$ cat config.mk
export PLATFORM = sky130hd
export DESIGN_NAME = had_top
export DESIGN_NICKNAME = d
export VERILOG_FILES = /design/src/had_ctrl_pkg.sv /design/src/had_reg_pkg.sv /design/src/had_ctrl.sv /design/src/had_dr_access.sv /design/src/had_inst_bkpt.sv /design/src/had_top.sv /design/src/had_trace.sv
export SDC_FILE = /design/constraint.sdc
export NUM_CORES = 1
export LEC_CHECK = 0
export BUFFER_PORTS_ARGS = -buffer_cell sky130_fd_sc_hd__buf_4
export CAP_MARGIN = 0
export CELL_PAD_IN_SITES_DETAIL_PLACEMENT = 0
export CELL_PAD_IN_SITES_GLOBAL_PLACEMENT = 1
export CORE_ASPECT_RATIO = 1.2
export CORE_UTILIZATION = 33
export DETAILED_ROUTE_END_ITERATION = 12
export HOLD_SLACK_MARGIN = 0.12
export PLACE_DENSITY_LB_ADDON = 0.3
export SYNTH_ARGS = -nofsm -noshare
export SYNTH_HDL_FRONTEND = slang
export SYNTH_SLANG_ARGS = --single-unit
export TNS_END_PERCENT = 50
$ cat constraint.sdc
create_clock -name cpuclk -period 3.4 [get_ports cpuclk]
set_clock_uncertainty 0.2 [all_clocks]
set_input_delay 0.17 -clock cpuclk [delete_from_list [all_inputs] [get_ports cpuclk]]
set_output_delay 0.17 -clock cpuclk [all_outputs]
set_load 0.1 [all_outputs]
$ cat src/had_ctrl_pkg.sv
package had_ctrl_pkg;

  // ========================================
  // debug mode state machine
  // ========================================

  // run -> enter on any request, enter -> debug after one cycle
  typedef enum logic [1:0] {
    RUN   = 2'd0,
    ENTER = 2'd1,
    DEBUG = 2'd2
  } had_state_e;

  // ========================================
  // entry cause codes
  // ========================================

  typedef logic [1:0] had_cause_t;

  // value after reset, before any entry
  localparam had_cause_t CAUSE_NONE  = 2'd0;
  localparam had_cause_t CAUSE_TRACE = 2'd1;
  localparam had_cause_t CAUSE_BKPT  = 2'd2;
  // external halt request from the core side
  localparam had_cause_t CAUSE_HALT  = 2'd3;

endpackage

$ cat src/had_reg_pkg.sv
package had_reg_pkg;

  // ========================================
  // debug port word and field widths
  // ========================================

  localparam int unsigned HAD_DATA_WIDTH = 64;
  localparam int unsigned HAD_CNT_WIDTH  = 8;

  // full data word on the debug port
  typedef logic [HAD_DATA_WIDTH-1:0] had_data_t;
  // register select from the update stage
  typedef logic [2:0] had_regsel_t;
  // one-shot trace counter value
  typedef logic [HAD_CNT_WIDTH-1:0] had_cnt_t;

  // ========================================
  // register select codes
  // ========================================

  localparam had_regsel_t REG_HCR   = 3'd0;
  localparam had_regsel_t REG_OTC   = 3'd1;
  localparam had_regsel_t REG_BKPT  = 3'd2;
  // cause is read-only, writes are dropped
  localparam had_regsel_t REG_CAUSE = 3'd3;

  // hcr bit positions
  localparam int unsigned HCR_TRACE_EN = 0;
  localparam int unsigned HCR_BKPT_EN  = 1;
  // exit command, never stored, reads as zero
  localparam int unsigned HCR_EXIT     = 2;

endpackage

$ cat src/had_ctrl.sv
`timescale 1ns/1ps

module had_ctrl
  import had_ctrl_pkg::*;
(
  input  logic       cpuclk,
  input  logic       cpurst_b,
  input  logic       trace_req,
  input  logic       bkpt_req,
  input  logic       halt_req,
  input  logic       exit_pulse,
  output logic       dbgon,
  output had_cause_t cause
);

  had_state_e state_q;
  had_state_e state_d;
  had_cause_t cause_sel;
  logic       any_req;

  // ========================================
  // request merge and priority
  // ========================================

  assign any_req = trace_req || bkpt_req || halt_req;

  // bkpt first, then trace, halt last
  always_comb
  begin
    if (bkpt_req)
      cause_sel = CAUSE_BKPT;
    else if (trace_req)
      cause_sel = CAUSE_TRACE;
    else if (halt_req)
      cause_sel = CAUSE_HALT;
    else
      cause_sel = CAUSE_NONE;
  end

  // ========================================
  // state machine
  // ========================================

  always_comb
  begin
    state_d = state_q;
    case (state_q)
      RUN:
      begin
        if (any_req)
          state_d = ENTER;
      end
      // one cycle for the core to drain
      ENTER:   state_d = DEBUG;
      DEBUG:
      begin
        // new requests are ignored here
        if (exit_pulse)
          state_d = RUN;
      end
      default: state_d = RUN;
    endcase
  end

  always_ff @(posedge cpuclk or negedge cpurst_b)
  begin
    if (!cpurst_b)
      state_q <= RUN;
    else
      state_q <= state_d;
  end

  // cause captured when leaving run
  // kept after exit until the next entry
  always_ff @(posedge cpuclk or negedge cpurst_b)
  begin
    if (!cpurst_b)
      cause <= CAUSE_NONE;
    else if ((state_q == RUN) && any_req)
      cause <= cause_sel;
  end

  assign dbgon = (state_q == DEBUG);

endmodule

$ cat src/had_dr_access.sv
`timescale 1ns/1ps

module had_dr_access
  import had_reg_pkg::*;
  import had_ctrl_pkg::*;
#(
  parameter int unsigned PC_WIDTH = 40
) (
  input  logic                cpuclk,
  input  logic                cpurst_b,
  input  logic                update_dr_en,
  input  had_regsel_t         reg_sel,
  input  had_data_t           wdata,
  input  had_cnt_t            trace_cnt,
  input  had_cause_t          cause,
  output had_data_t           rdata,
  output logic                otc_sel,
  output logic                trace_en,
  output logic                bkpt_en,
  output logic [PC_WIDTH-1:0] bkpt_addr,
  output logic                exit_pulse
);

  logic hcr_wr;
  logic bkpt_wr;

  // ========================================
  // register update decode
  // ========================================

  // update strobe qualified by select
  assign hcr_wr  = update_dr_en && (reg_sel == REG_HCR);
  assign bkpt_wr = update_dr_en && (reg_sel == REG_BKPT);

  // counter flops live in had_trace
  // only the select qualifier goes over
  assign otc_sel = (reg_sel == REG_OTC);

  // ========================================
  // hcr control bits
  // ========================================

  always_ff @(posedge cpuclk or negedge cpurst_b)
  begin
    if (!cpurst_b)
    begin
      trace_en <= 1'b0;
      bkpt_en  <= 1'b0;
    end
    else if (hcr_wr)
    begin
      trace_en <= wdata[HCR_TRACE_EN];
      bkpt_en  <= wdata[HCR_BKPT_EN];
    end
  end

  // exit command, one cycle wide with the strobe
  // state machine leaves debug at the same edge
  assign exit_pulse = hcr_wr && wdata[HCR_EXIT];

  // ========================================
  // breakpoint address
  // ========================================

  always_ff @(posedge cpuclk or negedge cpurst_b)
  begin
    if (!cpurst_b)
      bkpt_addr <= '0;
    else if (bkpt_wr)
      bkpt_addr <= wdata[PC_WIDTH-1:0];
  end

  // ========================================
  // read data mux
  // ========================================

  always_comb
  begin
    rdata = '0;
    case (reg_sel)
      REG_HCR:
      begin
        // exit bit always reads back zero
        rdata[HCR_TRACE_EN] = trace_en;
        rdata[HCR_BKPT_EN]  = bkpt_en;
      end
      // live counter, zero extended
      REG_OTC:   rdata[HAD_CNT_WIDTH-1:0] = trace_cnt;
      REG_BKPT:  rdata[PC_WIDTH-1:0]      = bkpt_addr;
      REG_CAUSE: rdata[1:0]               = cause;
      default:   rdata = '0;
    endcase
  end

endmodule

$ cat src/had_inst_bkpt.sv
`timescale 1ns/1ps

module had_inst_bkpt #(
  parameter int unsigned PC_WIDTH = 40
) (
  input  logic                bkpt_en,
  input  logic [PC_WIDTH-1:0] bkpt_addr,
  input  logic [PC_WIDTH-1:0] retire_pc,
  input  logic                retire_normal,
  input  logic                split_inst,
  input  logic                dbgon,
  output logic                bkpt_req
);

  logic retire_vld;
  logic pc_hit;

  // ========================================
  // retire qualification
  // ========================================

  // same retire rules as the trace path
  // but gated by the breakpoint enable instead
  assign retire_vld = retire_normal && !split_inst && !dbgon;

  // ========================================
  // pc compare
  // ========================================

  // full width equality, no masking
  assign pc_hit = (retire_pc == bkpt_addr);

  // ========================================
  // debug request
  // ========================================

  // combinational in the retire cycle
  // trace counter uses this to hold its value
  assign bkpt_req = bkpt_en && retire_vld && pc_hit;

endmodule

$ cat src/had_top.sv
`timescale 1ns/1ps

module had_top
  import had_reg_pkg::*;
  import had_ctrl_pkg::*;
#(
  parameter int unsigned PC_WIDTH = 40
) (
  input  logic                cpuclk,
  input  logic                cpurst_b,
  // debug port
  input  logic                update_dr_en,
  input  had_regsel_t         reg_sel,
  input  had_data_t           wdata,
  output had_data_t           rdata,
  // core side
  input  logic                retire_normal,
  input  logic                split_inst,
  input  logic [PC_WIDTH-1:0] retire_pc,
  input  logic                halt_req,
  output logic                dbgon
);

  // ========================================
  // internal wires
  // ========================================

  // register block to datapath
  logic                trace_en;
  logic                bkpt_en;
  logic [PC_WIDTH-1:0] bkpt_addr;
  logic                otc_sel;
  logic                exit_pulse;

  // requests into the state machine
  logic                trace_req;
  logic                bkpt_req;

  // status back to the read mux
  had_cnt_t            trace_cnt;
  had_cause_t          cause;

  // ========================================
  // register access
  // ========================================

  had_dr_access #(
    .PC_WIDTH (PC_WIDTH)
  ) u_dr_access (
    .cpuclk       (cpuclk),
    .cpurst_b     (cpurst_b),
    .update_dr_en (update_dr_en),
    .reg_sel      (reg_sel),
    .wdata        (wdata),
    .trace_cnt    (trace_cnt),
    .cause        (cause),
    .rdata        (rdata),
    .otc_sel      (otc_sel),
    .trace_en     (trace_en),
    .bkpt_en      (bkpt_en),
    .bkpt_addr    (bkpt_addr),
    .exit_pulse   (exit_pulse)
  );

  // ========================================
  // trace counter and breakpoint
  // ========================================

  // counter load takes the low byte only
  had_trace u_trace (
    .cpuclk        (cpuclk),
    .cpurst_b      (cpurst_b),
    .trace_en      (trace_en),
    .bkpt_req      (bkpt_req),
    .otc_sel       (otc_sel),
    .update_dr_en  (update_dr_en),
    .wdata         (wdata[HAD_CNT_WIDTH-1:0]),
    .retire_normal (retire_normal),
    .split_inst    (split_inst),
    .dbgon         (dbgon),
    .trace_req     (trace_req),
    .trace_cnt     (trace_cnt)
  );

  had_inst_bkpt #(
    .PC_WIDTH (PC_WIDTH)
  ) u_inst_bkpt (
    .bkpt_en       (bkpt_en),
    .bkpt_addr     (bkpt_addr),
    .retire_pc     (retire_pc),
    .retire_normal (retire_normal),
    .split_inst    (split_inst),
    .dbgon         (dbgon),
    .bkpt_req      (bkpt_req)
  );

  // ========================================
  // debug mode control
  // ========================================

  had_ctrl u_ctrl (
    .cpuclk     (cpuclk),
    .cpurst_b   (cpurst_b),
    .trace_req  (trace_req),
    .bkpt_req   (bkpt_req),
    .halt_req   (halt_req),
    .exit_pulse (exit_pulse),
    .dbgon      (dbgon),
    .cause      (cause)
  );

endmodule

$ cat src/had_trace.sv
`timescale 1ns/1ps

module had_trace
  import had_reg_pkg::*;
(
  input  logic     cpuclk,
  input  logic     cpurst_b,
  input  logic     trace_en,
  input  logic     bkpt_req,
  input  logic     otc_sel,
  input  logic     update_dr_en,
  input  had_cnt_t wdata,
  input  logic     retire_normal,
  input  logic     split_inst,
  input  logic     dbgon,
  output logic     trace_req,
  output had_cnt_t trace_cnt
);

  had_cnt_t cnt_q;
  logic     trace_vld;
  logic     cnt_zero;
  logic     cnt_dec;

  // ========================================
  // retire qualification
  // ========================================

  // normal retire, last part of any split
  // outside debug and with tracing switched on
  assign trace_vld = retire_normal && !split_inst && !dbgon && trace_en;

  assign cnt_zero = (cnt_q == '0);

  // breakpoint in the same retire wins, count held
  assign cnt_dec = trace_vld && !cnt_zero && !bkpt_req;

  // ========================================
  // counter
  // ========================================

  always_ff @(posedge cpuclk or negedge cpurst_b)
  begin
    if (!cpurst_b)
      cnt_q <= '0;
    else if (update_dr_en && otc_sel)
      cnt_q <= wdata;
    else if (cnt_dec)
      cnt_q <= cnt_q - 1'b1;
  end

  // back to the register read mux
  assign trace_cnt = cnt_q;

  // ========================================
  // debug request
  // ========================================

  // qualified retire finds the count already spent
  assign trace_req = trace_vld && cnt_zero;

endmodule

* After elaboration in Yosys (flattened, before gate mapping)
Index checks and enable logic that the tools add are counted.
Storage, ports and cells: bits in registers 54, input bits 113, output and inout bits 65, word-level logic and storage cells 50
Operators by class: $add $sub $neg 1, equality and inequality tests 8, mux-type cells 11, reduce and logical (&&, ||, !) cells 24
Operators by type and width (number):
- equality test 40 bit | 1
- two-way mux 32 bit | 1
- two-way mux 8 bit | 2
- logical AND 1 bit | 13
- one-hot mux 6 bit (2 select lines) | 1
- two-way mux 2 bit | 5
- zero test 8 bit | 1
- one-hot mux 2 bit (4 select lines) | 1
- subtractor 8 x 1 -> 8 bit, second input constant | 1
- equality test 3 x 2 -> 1 bit, second input constant | 2
- one-hot mux 2 bit (3 select lines) | 1
- zero test 1 bit | 4
- equality test 3 x 1 -> 1 bit, second input constant | 1
- zero test 3 bit | 1
- equality test 2 x 1 -> 1 bit, second input constant | 1
- equality test 2 bit, second input constant | 1
- zero test 2 bit | 1
- logical OR 1 bit | 2
- inequality test 2 x 1 -> 1 bit, second input constant | 1
- inequality test 2 bit, second input constant | 1
- AND reduction 2 bit | 1
- nonzero test 2 bit | 1

* Depth between registers and ports, before layout
depth after elaboration 9, gate-level depth with buffers 8, gate-level depth less buffers 7

* Cells and area by module
Synthesis repeated with hierarchy kept, for this count alone.
Second synthesis, totals: cell total of the unflattened synthesis 299, area total of the unflattened synthesis 3538.4 um^2
By module, submodules not included:
- had_dr_access | instances 1, cells an instance 164, area each 2339.7 um^2, seq. area each 1051.0 um^2
- had_trace | instances 1, cells an instance 63, area each 569.3 um^2, seq. area each 200.2 um^2
- had_inst_bkpt | instances 1, cells an instance 56, area each 449.2 um^2, seq. area each 0.0 um^2
- had_ctrl | instances 1, cells an instance 16, area each 180.2 um^2, seq. area each 100.1 um^2

* Worst setup path before layout
OpenSTA, ideal clock, no wires.
kind flip-flop to flip-flop, start register u_ctrl.state_q[0], end register u_trace.cnt_q[6], in the netlist u_trace.trace_cnt[6], setup time 0.067 ns, data arrival time 3.231 ns, required time 3.133 ns, setup slack -0.098 ns, cell stages (with the launch flop) 8, path buffers 1, period minus slack after synthesis 3.498 ns, path through dfrtp_1 > nor2b_1 > nor4_1 > and4_1 > and4_1 > clkbuf_2 > or4_2 > nand3_2
On the way: longest elaborated chain between the ends 8, elaborated cells between the ends (all ways) 10, those cells by class 1 x eq/ne; 9 x reduce/logical
RTL lines:
- start: declaration | line had_ctrl.sv:16 | had_state_e state_q;
- start signal: assignment | line had_ctrl.sv:70 | state_q <= state_d;
- equality test 2 bit (*) | line had_ctrl.sv:83 | assign dbgon = (state_q == DEBUG);
- named net dbgon | line had_top.sv:21 | output logic dbgon
- zero test 1 bit (*) | line had_inst_bkpt.sv:24, had_trace.sv:31
- logical AND 1 bit (*) | line had_inst_bkpt.sv:24, had_trace.sv:31
- logical AND 1 bit (2 in series) | line had_inst_bkpt.sv:39 | assign bkpt_req = bkpt_en && retire_vld && pc_hit;
- zero test 1 bit | line had_trace.sv:36 | assign cnt_dec = trace_vld && !cnt_zero && !bkpt_req;
- logical AND 1 bit (*) | line had_trace.sv:36
- nonzero test 2 bit (no source line) (*)
- end signal: assignment | line had_trace.sv:47 | cnt_q <= wdata;
- end signal: assignment | line had_trace.sv:49 | cnt_q <= cnt_q - 1'b1;
- end: declaration | line had_trace.sv:20 | had_cnt_t cnt_q;
The timed path passes the listed nets; every way through them passes the cells marked *. A chain may end at the register's enable or synchronous reset.

* Worst setup path in the final report
start register u_dr_access.bkpt_addr[23], end register u_trace.cnt_q[4], in the netlist u_trace.trace_cnt[4]
On the way: longest elaborated chain between the ends 5
RTL lines:
- start: declaration | line had_dr_access.sv:20 | output logic [PC_WIDTH-1:0] bkpt_addr,
- start signal: assignment | line had_dr_access.sv:70 | bkpt_addr <= wdata[PC_WIDTH-1:0];
- equality test 40 bit | line had_inst_bkpt.sv:31 | assign pc_hit = (retire_pc == bkpt_addr);
- logical AND 1 bit | line had_inst_bkpt.sv:39
- zero test 1 bit | line had_trace.sv:36
- logical AND 1 bit | line had_trace.sv:36
- nonzero test 2 bit (no source line)
No other way between the ends.

==> summary.txt <==
Cells and area
  – Ant diodes: 0
  – Fraction of layout cells with a size suffix above 1: 0.406
  – Total Nets Final: 589
  – Area grow syn2layout: 47.2%
  – Fillcell total: between 900 and 1000
  – Register area: roughly 0.0014 mm2
  – Area of the multi-input gates: 0.00178 mm2
  – Post-Layout Cell Count: 598
  – Final instance area: between 0.004 and 0.005 mm2

Synth
  – Post-synthesis sequential area ratio: 0.409
  – Synth Area in Simple Gates: 0.185
  – Async SR Flop Fraction: 1.00
  – Post-Syn Area per Cell: ~11 um2
  – EDFF count, synth: 0
  – Ys flop type: dfrtp_1
  – Adder-cell share of the synthesized area: 0.00757
  – Synth warn: 0
  – Combinational family with the most area after synthesis: simple AND/OR/NAND/NOR gates
  – Synth Instances: 310
  – Count of different cell masters after synthesis: 44
  – Mux share of post-synthesis cell area: 0.160
  – Syn Std Cell Area: 0.00331 mm2
  – Flop and latch count out of synthesis: 54
  – Post-synthesis compound-gate area fraction: 0.0511
  – Synth Area in XOR/XNOR: 0.106

STA
  – Fin. Hold Viols: 0
  – Fin crit share: 0.721
  – Final setup violation count: 0
  – Setup TNS: 0 ns
  – Rel. slew slack: 0.513
  – Worst Max-Slew Pin Slew: 0.720 ns
  – Tmin final: 2.45 ns
  – Achievable Freq: 0.408 GHz
  – Final max-slew violation count: 0
  – RSZ-0062 raised after global routing: no

Clock network
  – Clock transition at path regs: 0.07 ns
  – H-tree depth: 2
  – Clock Latency Late Sink: 0.29 ns
  – Setup Fix Bufs, Post-CTS: 0
  – Clock sinks: 54
  – CTS tree: built
  – Clock tree root buffer cell: clkbuf_16
  – CTS buffer count: 5
  – Clock buffer depth: 2

Critical path
  – Worst-path fanout max: 18
  – Critical path class: flip-flop to flip-flop
  – Critical path capture point type: flip-flop
  – CP startpoint kind: flip-flop
  – CP Data Arrival Time: between 2 and 2.5 ns
  – CP required: 3.37 ns

Global routing
  – Tot GR Track Use: 0.182
  – Vias in the first global route: 2993
  – Initial antenna violation count: 0
  – Global route overflow: 0
  – Largest net degree at the start of global routing: 55
  – First-pass GRT wire length: between 10 and 15 mm

Route
  – Post-route DRC: 0
  – WL per Instance: roughly 15 um
  – Post-DRT Antenna Nets: 0
  – Final wirelength: 8.93 mm
  – Router iterations before antenna repair: 4
  – DR iter-0 viols: 85
  – Post-detailed-route via-to-cell ratio: roughly 4.7
  – Via Count: roughly 2800

Place
  – Routability cong.: 0.737
  – I/O Buffers: 129
  – Placed Cells: 548
  – Placed cell area: 0.00430 mm2
  – Post-DP HPWL: 6.52 mm

Die
  – Die height: approximately 110 um
  – Die area: 0.0104 mm2
  – Starting Density: 0.344
  – Core box area: 0.00961 mm2
  – Top Ports: 178
  – # rows: 39
  – Chip Width: 93.4 um

Power and ir drop
  – Clk pwr share: 0.209
  – Switching fraction of total power: 0.402
  – Combinational power share: 0.404
  – Sw power: 1.01 mW
  – Internal: 1.51 mW
  – Power Dens Cells: 517 mW/mm2
  – Pleak: 2.20 nW
  – Worst vdd ir: 330 uV
  – Seq pwr share: 0.387

Hold path
  – HP Class: primary input to flip-flop

Job
  – # Max-Cap Violations: 0

Run status
  – Status: completed
==> power by group through the flow <==
stage / clock (mW) / sequential (mW) / combinational (mW)
2_1_floorplan: 0 / 0.933 / 0.793
3_3_place_gp: 0 / 0.979 / 0.974
3_5_place_dp: 0 / 0.985 / 0.985
4_1_cts: 0.547 / 0.974 / 1.03
5_1_grt: 0.564 / 1.01 / 1.09
6_report: 0.527 / 0.973 / 1.02
==> area by class of cell <==
cell class / instances / area share
Clock buffer: 6 / 0.0285
Clock inverter: 2 / 0.00257
Inverter: 3 / 0.00231
Multi-Input combinational cell: 237 / 0.366
Sequential cell: 54 / 0.278
Tap cell: 123 / 0.0316
Timing Repair Buffer: 173 / 0.291
==> state kept, by name (all words and copies together) (netlist names) <==
register / cells
u_ctrl.cause: 2
u_dr_access.bkpt_addr: 40
u_trace.trace_cnt: 8
u_dr_access.trace_en: 1
u_ctrl.state_q: 2
u_dr_access.bkpt_en: 1
==> stage by stage <==
stage,hold WS [ns],utilization,power (mW),worst slack [ns]
final,0.146,0.506,2.52,0.949
after global placement,0.0772,0.447,1.95,0.944
after CTS,0.141,0.506,2.55,0.945
after global routing,0.171,0.506,2.66,0.720
after detailed placement,0.0791,0.447,1.97,0.939
after floorplan,-0.326,-,1.73,0.505
==> critical path: stages, from the launching register on <==
cell and delay [ns]:
dfrtp_1 0.40, xor2_1 0.16, nor4_1 0.39, and4_1 0.29
and4_1 0.58, or4_2 0.23, nand3_1 0.07
==> kinds of logic after synthesis <==
group,after synthesis
AO/OA/AOI/OAI,24
XOR/XNOR,40
adder cells (fa/ha/maj),2
buffers and inverters,42
flip-flops,54
multiplexers,45
other,1
AND/OR/NAND/NOR,102
==> worst paths after layout <==
path                                                  end  slack (ns)  depth (start not counted)                 startpoint
max in group asynchronous            u_trace.trace_cnt[1]        2.25                          2                   cpurst_b
worst max-delay path                 u_trace.trace_cnt[4]        0.95                          6  u_dr_access.bkpt_addr[23]
worst min register to register            u_ctrl.cause[1]        0.31                          1            u_ctrl.cause[1]
worst min-delay path                 u_dr_access.trace_en        0.15                          3                 reg_sel[1]
worst max register to register       u_trace.trace_cnt[4]        0.95                          6  u_dr_access.bkpt_addr[23]
min in group asynchronous       u_dr_access.bkpt_addr[16]        0.27                          2                   cpurst_b
==> synth_stat cells, types with 3 or more instances <==
cell      number  area share
nor2b_1        6       0.011
or4_1          4      0.0091
xor2_1        14       0.037
nand3_1        6      0.0091
buf_4         24       0.054
and2_1        33       0.062
o211ai_1       5       0.011
a22oi_1        7       0.016
inv_1          3      0.0034
xnor2_1       26       0.069
nand2_1       11       0.012
clkbuf_1       6      0.0068
nand4_1        9       0.017
buf_2          6      0.0091
nor2_1        14       0.016
dfrtp_1       54        0.41
mux2_2        43        0.15
nor4_1         5      0.0095
==> per-layer routing <==
layer,part of all wire,vias up,track usage
met5,0,-,0
met1,0.40,1332,0.208
met4,0.012,0,0.0523
met2,0.52,88,0.328
li1,-,1361,-
met3,0.064,9,0.0471
==> timing repair <==
item | 4_1_cts | 5_1_grt
hold buffers | 42 | 0
endpoints found under the hold margin | 108 | 0
gates resized for setup | 0 | 0
==> cell usage in the layout (no fill, tap or decap), drive strengths merged, types with 5 or more instances in the layout <==
cell and count:
buf 131, dfrtp 54, mux2 43, dlygate4sd3 42
and2 33, xnor2 26, conb 24, nor2 14
xor2 14, nand2 11, nand4 9, a22oi 7
nand3 7, or4 7, clkbuf 6, nor2b 6
nor4 5, o211ai 5
Power figures use the tool's default switching activity.
